==> src/hdl/oflow_core_pkg.sv <==
// sizing constants for frames, sets, descriptors, credits and the match threshold
package oflow_core_pkg;

	// ----------------------------------------------------------------------
	// frame and set sizing
	// ----------------------------------------------------------------------

	// frame counter width
	localparam int TOTAL_FRAME_NUM_WIDTH = 8;
	// set counts and indices, up to 15 sets per frame
	localparam int SET_LEN = 4;
	// one reference entry per set index
	localparam int MAX_SETS = 16;

	// ----------------------------------------------------------------------
	// descriptor and score sizing
	// ----------------------------------------------------------------------

	localparam int DESC_LANES = 4;
	localparam int LANE_WIDTH = 8;
	// sad of four 8-bit lanes fits in 10 bits
	localparam int SCORE_WIDTH = 10;
	// running total over a frame
	localparam int TOTAL_WIDTH = 14;

	// ----------------------------------------------------------------------
	// flow control and matching
	// ----------------------------------------------------------------------

	// input fifo depth, also credits handed to the sender at reset
	localparam int IN_DEPTH = 4;
	// result credits held by the dut at reset
	localparam int RES_CREDITS = 2;
	// match when score strictly below this
	localparam int MATCH_THRESH = 64;

endpackage

==> src/hdl/oflow_reg_types_pkg.sv <==
// packed structs for descriptor sets, calc requests and result records
package oflow_reg_types_pkg;

	// one descriptor, lane 0 in the low byte
	typedef logic [oflow_core_pkg::DESC_LANES-1:0][oflow_core_pkg::LANE_WIDTH-1:0] desc_t;

	// arriving set, 44 bits
	typedef struct packed {
		logic [oflow_core_pkg::TOTAL_FRAME_NUM_WIDTH-1:0] frame_num;
		logic [oflow_core_pkg::SET_LEN-1:0] set_idx;
		desc_t desc;
	} desc_set_t;

	// decoded set handed from intake to calc and score board
	typedef struct packed {
		desc_set_t set;
		logic first_frame;
		logic last_set;
	} calc_req_t;

	// one outgoing result record
	typedef struct packed {
		logic [oflow_core_pkg::TOTAL_FRAME_NUM_WIDTH-1:0] frame_num;
		logic [oflow_core_pkg::SET_LEN-1:0] set_idx;
		logic [oflow_core_pkg::SCORE_WIDTH-1:0] score;
		logic matched;
		logic first_frame;
		logic last_set;
		// only meaningful with last_set
		logic [oflow_core_pkg::TOTAL_WIDTH-1:0] frame_total;
	} reg_result_t;

endpackage

==> src/hdl/oflow_credit_buffer.sv <==
// credit-counted circular fifo, payload type set by parameter
`timescale 1ns/1ns

module oflow_credit_buffer #(
	parameter type payload_t = logic [7:0],
	parameter int DEPTH = 4
) (
	input  logic     clk,
	input  logic     reset_N,
	input  logic     push,
	input  payload_t push_data,
	input  logic     pop,
	output payload_t pop_data,
	output logic     not_empty,
	output logic     credit
);

	localparam int PTR_W = (DEPTH > 1) ? $clog2(DEPTH) : 1;
	localparam int CNT_W = $clog2(DEPTH + 1);

	// ----------------------------------------------------------------------
	// storage and pointers
	// ----------------------------------------------------------------------

	payload_t mem [DEPTH];
	logic [PTR_W-1:0] wr_ptr;
	logic [PTR_W-1:0] rd_ptr;
	logic [CNT_W-1:0] count;
	logic do_pop;

	// pop ignored on empty
	assign do_pop = pop && not_empty;
	assign not_empty = (count != '0);
	// head is read straight from the array
	assign pop_data = mem[rd_ptr];
	// one credit back per item leaving
	assign credit = do_pop;

	// no reset on the data array
	always_ff @(posedge clk) begin
		if (push)
			mem[wr_ptr] <= push_data;
	end

	always_ff @(posedge clk or negedge reset_N) begin
		if (!reset_N) begin
			wr_ptr <= '0;
			rd_ptr <= '0;
			count <= '0;
		end else begin
			// wrap at depth, not at a power of two
			if (push)
				wr_ptr <= (wr_ptr == PTR_W'(DEPTH - 1)) ? '0 : wr_ptr + 1'b1;
			if (do_pop)
				rd_ptr <= (rd_ptr == PTR_W'(DEPTH - 1)) ? '0 : rd_ptr + 1'b1;
			count <= count + CNT_W'(push) - CNT_W'(do_pop);
		end
	end

endmodule

==> src/hdl/oflow_registration_fsm_score_board.sv <==
// registration fsm that starts the score board per set for both frame paths
`timescale 1ns/1ns

module oflow_registration_fsm_score_board (
	input  logic clk,
	input  logic reset_N,
	// from intake
	input  logic [oflow_core_pkg::TOTAL_FRAME_NUM_WIDTH-1:0] frame_num,
	input  logic [oflow_core_pkg::SET_LEN-1:0] num_of_sets,
	input  logic start_registration,
	input  logic [oflow_core_pkg::SET_LEN-1:0] counter_of_sets,
	// from score calc
	input  logic done_score_calc,
	// score board handshake
	input  logic done_score_board,
	output logic start_score_board,
	output logic [oflow_core_pkg::SET_LEN-1:0] counter_first_frame_sets
);

	// ----------------------------------------------------------------------
	// state register
	// ----------------------------------------------------------------------

	typedef enum logic [2:0] {
		idle_st,
		score_board_st,
		wait_st,
		score_board_first_frame_st,
		wait_first_frame_st
	} sm_type_t;

	sm_type_t current_state;
	sm_type_t next_state;

	always_ff @(posedge clk or negedge reset_N) begin
		if (!reset_N)
			current_state <= idle_st;
		else
			current_state <= next_state;
	end

	// frame 0 sets started after the first one
	always_ff @(posedge clk or negedge reset_N) begin
		if (!reset_N)
			counter_first_frame_sets <= '0;
		else if (current_state == idle_st)
			counter_first_frame_sets <= '0;
		else if (current_state == wait_first_frame_st &&
				next_state == score_board_first_frame_st)
			counter_first_frame_sets <= counter_first_frame_sets + 1'b1;
	end

	// ----------------------------------------------------------------------
	// next state and start strobe
	// ----------------------------------------------------------------------

	always_comb begin
		next_state = current_state;
		start_score_board = 1'b0;
		case (current_state)
			idle_st: begin
				// later frames start straight off the calc result
				if (done_score_calc && frame_num != '0) begin
					next_state = score_board_st;
					start_score_board = 1'b1;
				end else if (start_registration && frame_num == '0) begin
					next_state = score_board_first_frame_st;
				end
			end
			score_board_st: begin
				// leave once the whole frame has been started
				if (counter_of_sets == num_of_sets)
					next_state = idle_st;
				else
					next_state = wait_st;
			end
			wait_st: begin
				if (done_score_calc) begin
					next_state = score_board_st;
					start_score_board = 1'b1;
				end
			end
			score_board_first_frame_st: begin
				// strobe one cycle after start_registration
				start_score_board = 1'b1;
				next_state = wait_first_frame_st;
			end
			wait_first_frame_st: begin
				if (start_registration && counter_first_frame_sets < num_of_sets - 1'b1)
					next_state = score_board_first_frame_st;
				// last frame 0 record out, back to idle
				else if (done_score_board && counter_first_frame_sets == num_of_sets - 1'b1)
					next_state = idle_st;
			end
			default: next_state = idle_st;
		endcase
	end

endmodule

==> src/hdl/oflow_registration_top.sv <==
// registration top with input and result credit buffers and the four stages
`timescale 1ns/1ns

module oflow_registration_top (
	input  logic clk,
	input  logic reset_N,
	input  logic [oflow_core_pkg::SET_LEN-1:0] num_of_sets,
	// input credit interface
	input  logic in_valid,
	input  oflow_reg_types_pkg::desc_set_t in_set,
	output logic in_credit,
	// result credit interface
	output logic res_valid,
	output oflow_reg_types_pkg::reg_result_t res_data,
	input  logic res_credit
);

	// ----------------------------------------------------------------------
	// internal wiring
	// ----------------------------------------------------------------------

	oflow_reg_types_pkg::desc_set_t pop_data;
	oflow_reg_types_pkg::calc_req_t calc_req;
	oflow_reg_types_pkg::reg_result_t sb_data;
	logic in_avail, in_pop, busy, set_in_flight, sb_busy, sb_valid, res_avail;
	logic calc_start, start_registration, done_score_calc;
	logic start_score_board, done_score_board;
	logic [oflow_core_pkg::TOTAL_FRAME_NUM_WIDTH-1:0] frame_num;
	logic [oflow_core_pkg::SET_LEN-1:0] counter_of_sets;
	logic [oflow_core_pkg::SCORE_WIDTH-1:0] score;

	// one set past intake until its record is out
	always_ff @(posedge clk or negedge reset_N) begin
		if (!reset_N)
			set_in_flight <= 1'b0;
		else if (calc_start)
			set_in_flight <= 1'b1;
		else if (done_score_board)
			set_in_flight <= 1'b0;
	end

	assign busy = set_in_flight || sb_busy;

	oflow_credit_buffer #(
		.payload_t(oflow_reg_types_pkg::desc_set_t),
		.DEPTH(oflow_core_pkg::IN_DEPTH)
	) u_in_buf (.clk, .reset_N, .push(in_valid), .push_data(in_set), .pop(in_pop),
		.pop_data, .not_empty(in_avail), .credit(in_credit));

	oflow_set_intake u_intake (.clk, .reset_N, .not_empty(in_avail), .pop_data,
		.pop(in_pop), .busy, .num_of_sets, .calc_start, .calc_req, .start_registration,
		.frame_num, .counter_of_sets);

	oflow_score_calc u_calc (.clk, .reset_N, .calc_start, .calc_req, .done_score_calc, .score);

	oflow_registration_fsm_score_board u_fsm (.clk, .reset_N, .frame_num, .num_of_sets,
		.start_registration, .counter_of_sets, .done_score_calc, .done_score_board,
		.start_score_board, .counter_first_frame_sets());

	oflow_score_board u_board (.clk, .reset_N, .start_score_board, .calc_req, .score,
		.res_credit, .res_valid(sb_valid), .res_data(sb_data), .done_score_board,
		.busy(sb_busy));

	// drains every cycle, the pop pulse is the outgoing valid
	oflow_credit_buffer #(
		.payload_t(oflow_reg_types_pkg::reg_result_t),
		.DEPTH(oflow_core_pkg::RES_CREDITS)
	) u_res_buf (.clk, .reset_N, .push(sb_valid), .push_data(sb_data), .pop(res_avail),
		.pop_data(res_data), .not_empty(res_avail), .credit(res_valid));

endmodule

==> src/hdl/oflow_score_board.sv <==
// result stage building records, match flag and frame total under result credits
`timescale 1ns/1ns

module oflow_score_board (
	input  logic clk,
	input  logic reset_N,
	input  logic start_score_board,
	input  oflow_reg_types_pkg::calc_req_t calc_req,
	input  logic [oflow_core_pkg::SCORE_WIDTH-1:0] score,
	// credits returned by the receiver
	input  logic res_credit,
	output logic res_valid,
	output oflow_reg_types_pkg::reg_result_t res_data,
	output logic done_score_board,
	output logic busy
);

	localparam int CRED_W = $clog2(oflow_core_pkg::RES_CREDITS + 1);

	logic hold;
	logic [CRED_W-1:0] credits;
	logic [oflow_core_pkg::TOTAL_WIDTH-1:0] total_q;
	logic [oflow_core_pkg::SCORE_WIDTH-1:0] eff_score;
	logic [oflow_core_pkg::TOTAL_WIDTH-1:0] new_total;

	// ----------------------------------------------------------------------
	// record build
	// ----------------------------------------------------------------------

	// frame 0 has nothing to compare against
	assign eff_score = calc_req.first_frame ? '0 : score;
	assign new_total = total_q + oflow_core_pkg::TOTAL_WIDTH'(eff_score);

	always_ff @(posedge clk) begin
		if (start_score_board) begin
			res_data.frame_num <= calc_req.set.frame_num;
			res_data.set_idx <= calc_req.set.set_idx;
			res_data.score <= eff_score;
			res_data.matched <= !calc_req.first_frame && (score < oflow_core_pkg::MATCH_THRESH);
			res_data.first_frame <= calc_req.first_frame;
			res_data.last_set <= calc_req.last_set;
			res_data.frame_total <= calc_req.last_set ? new_total : '0;
		end
	end

	// ----------------------------------------------------------------------
	// send and credit tracking
	// ----------------------------------------------------------------------

	// record leaves only with a credit in hand
	assign res_valid = hold && (credits != '0);
	assign done_score_board = res_valid;
	assign busy = hold;

	always_ff @(posedge clk or negedge reset_N) begin
		if (!reset_N) begin
			hold <= 1'b0;
			credits <= CRED_W'(oflow_core_pkg::RES_CREDITS);
			total_q <= '0;
		end else begin
			if (start_score_board) begin
				hold <= 1'b1;
				// running sum restarts after the last set
				total_q <= calc_req.last_set ? '0 : new_total;
			end else if (res_valid) begin
				hold <= 1'b0;
			end
			credits <= credits + CRED_W'(res_credit) - CRED_W'(res_valid);
		end
	end

endmodule

==> src/hdl/oflow_score_calc.sv <==
// execute stage with reference descriptor memory and two-stage sad pipeline
`timescale 1ns/1ns

module oflow_score_calc (
	input  logic clk,
	input  logic reset_N,
	input  logic calc_start,
	input  oflow_reg_types_pkg::calc_req_t calc_req,
	output logic done_score_calc,
	output logic [oflow_core_pkg::SCORE_WIDTH-1:0] score
);

	// ----------------------------------------------------------------------
	// reference memory and pipeline registers
	// ----------------------------------------------------------------------

	// one descriptor per set index from the previous frame
	oflow_reg_types_pkg::desc_t ref_mem [oflow_core_pkg::MAX_SETS];

	// per lane absolute differences
	logic [oflow_core_pkg::DESC_LANES-1:0][oflow_core_pkg::LANE_WIDTH-1:0] diff_q;
	logic s1_valid;

	// ----------------------------------------------------------------------
	// stage one, lane differences and reference update
	// ----------------------------------------------------------------------

	always_ff @(posedge clk) begin
		oflow_reg_types_pkg::desc_t old_desc;
		oflow_reg_types_pkg::desc_t new_desc;
		old_desc = ref_mem[calc_req.set.set_idx];
		new_desc = calc_req.set.desc;
		if (calc_start) begin
			for (int i = 0; i < oflow_core_pkg::DESC_LANES; i++) begin
				// abs without a sign bit
				if (new_desc[i] >= old_desc[i])
					diff_q[i] <= new_desc[i] - old_desc[i];
				else
					diff_q[i] <= old_desc[i] - new_desc[i];
			end
			// read of the old entry happens before this lands
			ref_mem[calc_req.set.set_idx] <= new_desc;
		end
	end

	// ----------------------------------------------------------------------
	// stage two, lane sum
	// ----------------------------------------------------------------------

	always_ff @(posedge clk) begin
		logic [oflow_core_pkg::SCORE_WIDTH-1:0] sum;
		sum = '0;
		for (int i = 0; i < oflow_core_pkg::DESC_LANES; i++)
			sum = sum + oflow_core_pkg::SCORE_WIDTH'(diff_q[i]);
		if (s1_valid)
			score <= sum;
	end

	// frame 0 only stores, so no done strobe
	always_ff @(posedge clk or negedge reset_N) begin
		if (!reset_N) begin
			s1_valid <= 1'b0;
			done_score_calc <= 1'b0;
		end else begin
			s1_valid <= calc_start && !calc_req.first_frame;
			done_score_calc <= s1_valid;
		end
	end

endmodule

==> src/hdl/oflow_set_intake.sv <==
// decode stage that pops sets, flags first frame and last set, counts sets
`timescale 1ns/1ns

module oflow_set_intake (
	input  logic clk,
	input  logic reset_N,
	// input fifo
	input  logic not_empty,
	input  oflow_reg_types_pkg::desc_set_t pop_data,
	output logic pop,
	// pipeline hold from top
	input  logic busy,
	input  logic [oflow_core_pkg::SET_LEN-1:0] num_of_sets,
	// to score calc and score board
	output logic calc_start,
	output oflow_reg_types_pkg::calc_req_t calc_req,
	// to registration fsm
	output logic start_registration,
	output logic [oflow_core_pkg::TOTAL_FRAME_NUM_WIDTH-1:0] frame_num,
	output logic [oflow_core_pkg::SET_LEN-1:0] counter_of_sets
);

	// ----------------------------------------------------------------------
	// pop decision
	// ----------------------------------------------------------------------

	// calc_start covers the cycle before busy rises
	assign pop = not_empty && !busy && !calc_start;

	assign frame_num = calc_req.set.frame_num;

	// held until the next pop, score board reads it later
	always_ff @(posedge clk) begin
		if (pop) begin
			calc_req.set <= pop_data;
			calc_req.first_frame <= (pop_data.frame_num == '0);
			calc_req.last_set <= (pop_data.set_idx == num_of_sets - 1'b1);
		end
	end

	// ----------------------------------------------------------------------
	// strobes and set counter
	// ----------------------------------------------------------------------

	always_ff @(posedge clk or negedge reset_N) begin
		if (!reset_N) begin
			calc_start <= 1'b0;
			start_registration <= 1'b0;
			counter_of_sets <= '0;
		end else begin
			// calc always runs so the reference gets written
			calc_start <= pop;
			// fsm only needs the kick on frame 0
			start_registration <= pop && (pop_data.frame_num == '0);
			if (pop) begin
				// restart at one after a full frame
				if (counter_of_sets == num_of_sets)
					counter_of_sets <= 4'd1;
				else
					counter_of_sets <= counter_of_sets + 1'b1;
			end
		end
	end

endmodule

==> config.mk <==
export PLATFORM = sky130hd
export DESIGN_NAME = oflow_registration_top
export DESIGN_NICKNAME = d
export VERILOG_FILES = /design/src/hdl/oflow_core_pkg.sv /design/src/hdl/oflow_reg_types_pkg.sv /design/src/hdl/oflow_credit_buffer.sv /design/src/hdl/oflow_registration_fsm_score_board.sv /design/src/hdl/oflow_registration_top.sv /design/src/hdl/oflow_score_board.sv /design/src/hdl/oflow_score_calc.sv /design/src/hdl/oflow_set_intake.sv
export SDC_FILE = /design/constraint.sdc
export NUM_CORES = 1
export LEC_CHECK = 0
export ABC_AREA = 0
export BUFFER_PORTS_ARGS = -buffer_cell sky130_fd_sc_hd__buf_2
export CAP_MARGIN = 20
export CORE_MARGIN = 5
export CORE_UTILIZATION = 45
export CTS_CLUSTER_DIAMETER = 80
export DETAILED_ROUTE_END_ITERATION = 6
export GPL_ROUTABILITY_DRIVEN = 1
export PLACE_DENSITY = 0.65
export SLEW_MARGIN = 25
export SYNTH_ARGS = -nofsm -noshare
export SYNTH_HDL_FRONTEND = slang
export SYNTH_HIERARCHICAL = 1
export SYNTH_SLANG_ARGS = --single-unit
export TNS_END_PERCENT = 1
==> constraint.sdc <==
create_clock -name clk -period 6.5 [get_ports clk]
set_input_delay 1.3 -clock clk [delete_from_list [all_inputs] [get_ports clk]]
set_output_delay 1.3 -clock clk [all_outputs]
set_load 0.005 [all_outputs]
==> impl_results.md <==
* Global-route wire length before repair at 121,000 um
* Worst skew pair latency at 0.65 ns
* DP Worst Slack at 1.75 ns
* Switch Pwr at 7760 uW
* Req. time, crit path at 6.87 ns
* Placed cell areas at 40,900 sq um
* Ys flop type: edfxtp_1
* P_leak at 0.0152 uW
* Comb power frac at 36.0%
* F_max at 212 MHz
* CTS tree: built
* Post-synthesis sequential area ratio at 71.5%
* Synth Area in XOR/XNOR at 1.34%
* Hold Crit Class: flip-flop to flip-flop
* Vias in the first global route at 19,777
* Layout area overhead at 13.0%
* Multiplexer share of the synthesized area at 13.8%
* Clk_skew at 0.0276 ns
* Kind of critical path: flip-flop to flip-flop
* Gpl congestion at 0.849
* Ranking of synthesized cells by area: edfxtp_1 69%, mux4_2 11%, ha_1 3.4%
* Flop pwr share at 40.0%
* Clock-pin slew on the worst setup and hold paths at 0.06 ns
* Final setup fails at 0
* Netlist cell types at 76
* Global-route usage over all layers at 16.9%
* Leading cell type in the layout, fill and taps excluded: edfxtp_1
* Antenna violations before repair at 1
* Slowest CP cell: edfxtp_1
* Synthesized area per cell at 19.6 sq um
* Initial Util at 45.2%
* Endpoint class of the critical path: flip-flop
* Cts hold-fix bufs at 0
* EDFF count, synth at 893
* CP Cell Sequence: buf_4, mux4_2, mux4_2, ha_1, a21oi_1, o211ai_1, a311oi_4, mux2i_1, xor2_1
* Crit-path most repeated cell: mux4_2
* Mapped Nets at 2,173
* Commonest non-fill, non-tap cells in the layout: 893 x edfxtp_1, 196 x mux4_2, 106 x ha_1
* CTS Sinks at 937
* Resized cells post-CTS at 0
* # Max-Cap Violations at 0
* Pins Over Slew Limit at 0
* Diodes inserted at 0
* DP HPWL at 47,700 um
* Worst path bufs/invs at 1
* Die area at 92,800 sq um
* Slowest stage delay, CP at 0.98 ns
* CP Max Fanout at 21
* Ports at 93
* Crit path time final at 4.72 ns
* I/O Buffers at 92
* Routed wire length at 79,000 um
* Register area at 27,900 sq um
* Rel. slew slack at 34.4%
* DR WL/cell at 23.5 um
* Pre-Repair DR Iteration Count at 5
* DR DRC count at 0
* Fillers at 6,869
* CTS Buffer Depth at 3
* P_int at 15,500 uW
* Total CTS buffers at 93
* Top cell type's share of synthesized area at 68.6%
* Multi-input logic area at 10,200 sq um
* Core ar. at 86,500 sq um
* Pwr/cell area at 527 nW/um^2
* Synth Area in Compound Gates at 3.27%
* Startpoint types: flip-flop
* Root buf cell: clkbuf_16
* WP data arrival at 5.09 ns
* Rows at 108
* Via count at 18,755
* Die Ht at 305 um
* Final worst-path setup slack at 1.78 ns
* Post-synth ARST share at 4.70%
* Final ANT Viol Nets at 0
* Final Hold Fails at 0
* Largest family of logic cells by synthesized area: multiplexers
* Post-CTS setup buffers at 0
* Clock power frac at 24.0%
* Post-synthesis simple-gate area fraction at 2.68%
* Sw frac at 33.4%
* Worst-margin pin slew at 0.984 ns
* Via density at 5.57
* Layout cells sized above 1 at 26.8%
* Peak VDD IR at 578 uV
* Nets at 2,320
* Period utilization at 72.6%
* Cell family with most CP delay: multiplexers
* Mapped Cells at 1,989
* Yosys Warn Count at 6
* GRT overflow at 0
* Synth Area in Adders at 4.73%
* DR iter-0 viols at 1,308
* Flops & latches, synth at 937
* Largest net degree at the start of global routing at 137
* Area leader, netlist: edfxtp_1
* Final Cell Area at 44,100 sq um
* Status: finished clean
* Final TNS setup at 0 ns
* Cell Area, Synth at 39,100 sq um
* RSZ-0062 raised after global routing: false
* H-tree levels at 3
* Die Width at 305 um
cells by family after synthesis:
kind of cell,Yosys count
flops,937
mux,277
buf+inv,209
simple gates,194
compound gates,180
fa+ha+maj,132
xor+xnor,60
per-layer routing:
| layer | vias up | track usage, % | part of all wire [%] |
|---|---|---|---|
| met4 | 0 | 4.89 | 2.2 |
| met1 | 9869 | 22.7 | 42 |
| met5 | - | 0 | 0 |
| met2 | 546 | 28.8 | 51 |
| met3 | 129 | 2.90 | 5.3 |
| li1 | 8211 | - | - |
Yosys cell counts (6+ instances only):
master    instances
buf_12            9
dfrtp_1          43
o21ai_0          37
ha_1            106
buf_6             7
a21o_1           18
buf_4            10
edfxtp_1        893
nand3_1          17
nor2b_1          20
a311oi_1          8
a211oi_1         11
mux4_1            8
and2_1           12
nand2_1          39
a21oi_1          37
nor2_1           46
mux2i_1          32
inv_1           100
o211ai_1          6
a31oi_1          17
mux2_2           41
xnor2_1          37
nor3_1           14
inv_2            28
fa_1             26
clkbuf_1         29
buf_2            24
mux4_2          196
xor2_1           23
a21boi_0          6
worst register-to-register path: stages, from the launching register on:
cell and delay [ns]:
edfxtp_1 0.98, buf_4 0.53, mux4_2 0.57, mux4_2 0.52, ha_1 0.43, a21oi_1 0.22
o211ai_1 0.18, a311oi_4 0.59, mux2i_1 0.32, xor2_1 0.10
state kept, by name, summed over array words and instances (netlist names), 2 cells and up:
register / cells
u_fsm/current_state: 3
u_in_buf/mem: 176
u_board/res_data: 39
u_board/credits: 2
u_calc/diff_q: 32
u_in_buf/rd_ptr: 2
u_in_buf/count: 3
u_res_buf/mem: 78
u_calc/score: 10
u_intake/counter_of_sets: 4
u_res_buf/count: 2
u_intake/frame_num: 8
u_calc/ref_mem: 512
u_board/total_q: 14
u_fsm/counter_first_frame_sets: 4
u_intake/calc_req: 38
u_in_buf/wr_ptr: 2
stage by stage:
stage | hold slack, ns | std cells | power (uW) | util (%)
3_5_place_dp | 0.430 | 3196 | 17900 | 47.3
2_1_floorplan | 0.421 | 1989 | 15400 | -
5_1_grt | 0.446 | 3367 | 24500 | 51.0
4_1_cts | 0.439 | 3367 | 23500 | 51.0
6_report | 0.444 | 3367 | 23200 | 51.0
3_3_place_gp | 0.427 | 3195 | 17600 | 47.3
power by group through the flow:
stage	Combinational, uW	Clock [uW]	Sequential (uW)
6_report	8370	5590	9290
5_1_grt	9140	5970	9430
4_1_cts	8460	5710	9320
3_5_place_dp	8410	0	9440
3_3_place_gp	8230	0	9360
2_1_floorplan	6350	0	9040
final cells by class:
class	instances	share of cell area (%)
clock inverter	63	1.81
tap	1155	3.27
clock buffer	108	5.54
multi-input combinational	843	23.2
sequential	937	63.2
timing repair buffer	132	1.85
inverter	129	1.10
final timing paths:
check	from	endpoint	slack (ns)	depth (start not counted)
worst max-delay path	u_intake/calc_req[34]$_DFFE_PN_	u_calc/diff_q[2]$_DFFE_PP_	1.78	9
max in group asynchronous	reset_N	u_board/total_q[3]$_DFFE_PN0P_	5.27	2
worst min-delay path	u_board/res_data[35]$_DFFE_PP_	u_res_buf/mem[1][35]$_DFFE_PP_	0.44	0
worst min register to register	u_board/res_data[35]$_DFFE_PP_	u_res_buf/mem[1][35]$_DFFE_PP_	0.44	0
min in group asynchronous	reset_N	u_in_buf/count[0]$_DFF_PN0_	0.74	2
worst max register to register	u_intake/calc_req[34]$_DFFE_PN_	u_calc/diff_q[2]$_DFFE_PP_	1.78	9
Note: power is estimated with default switching activity, not from simulation.
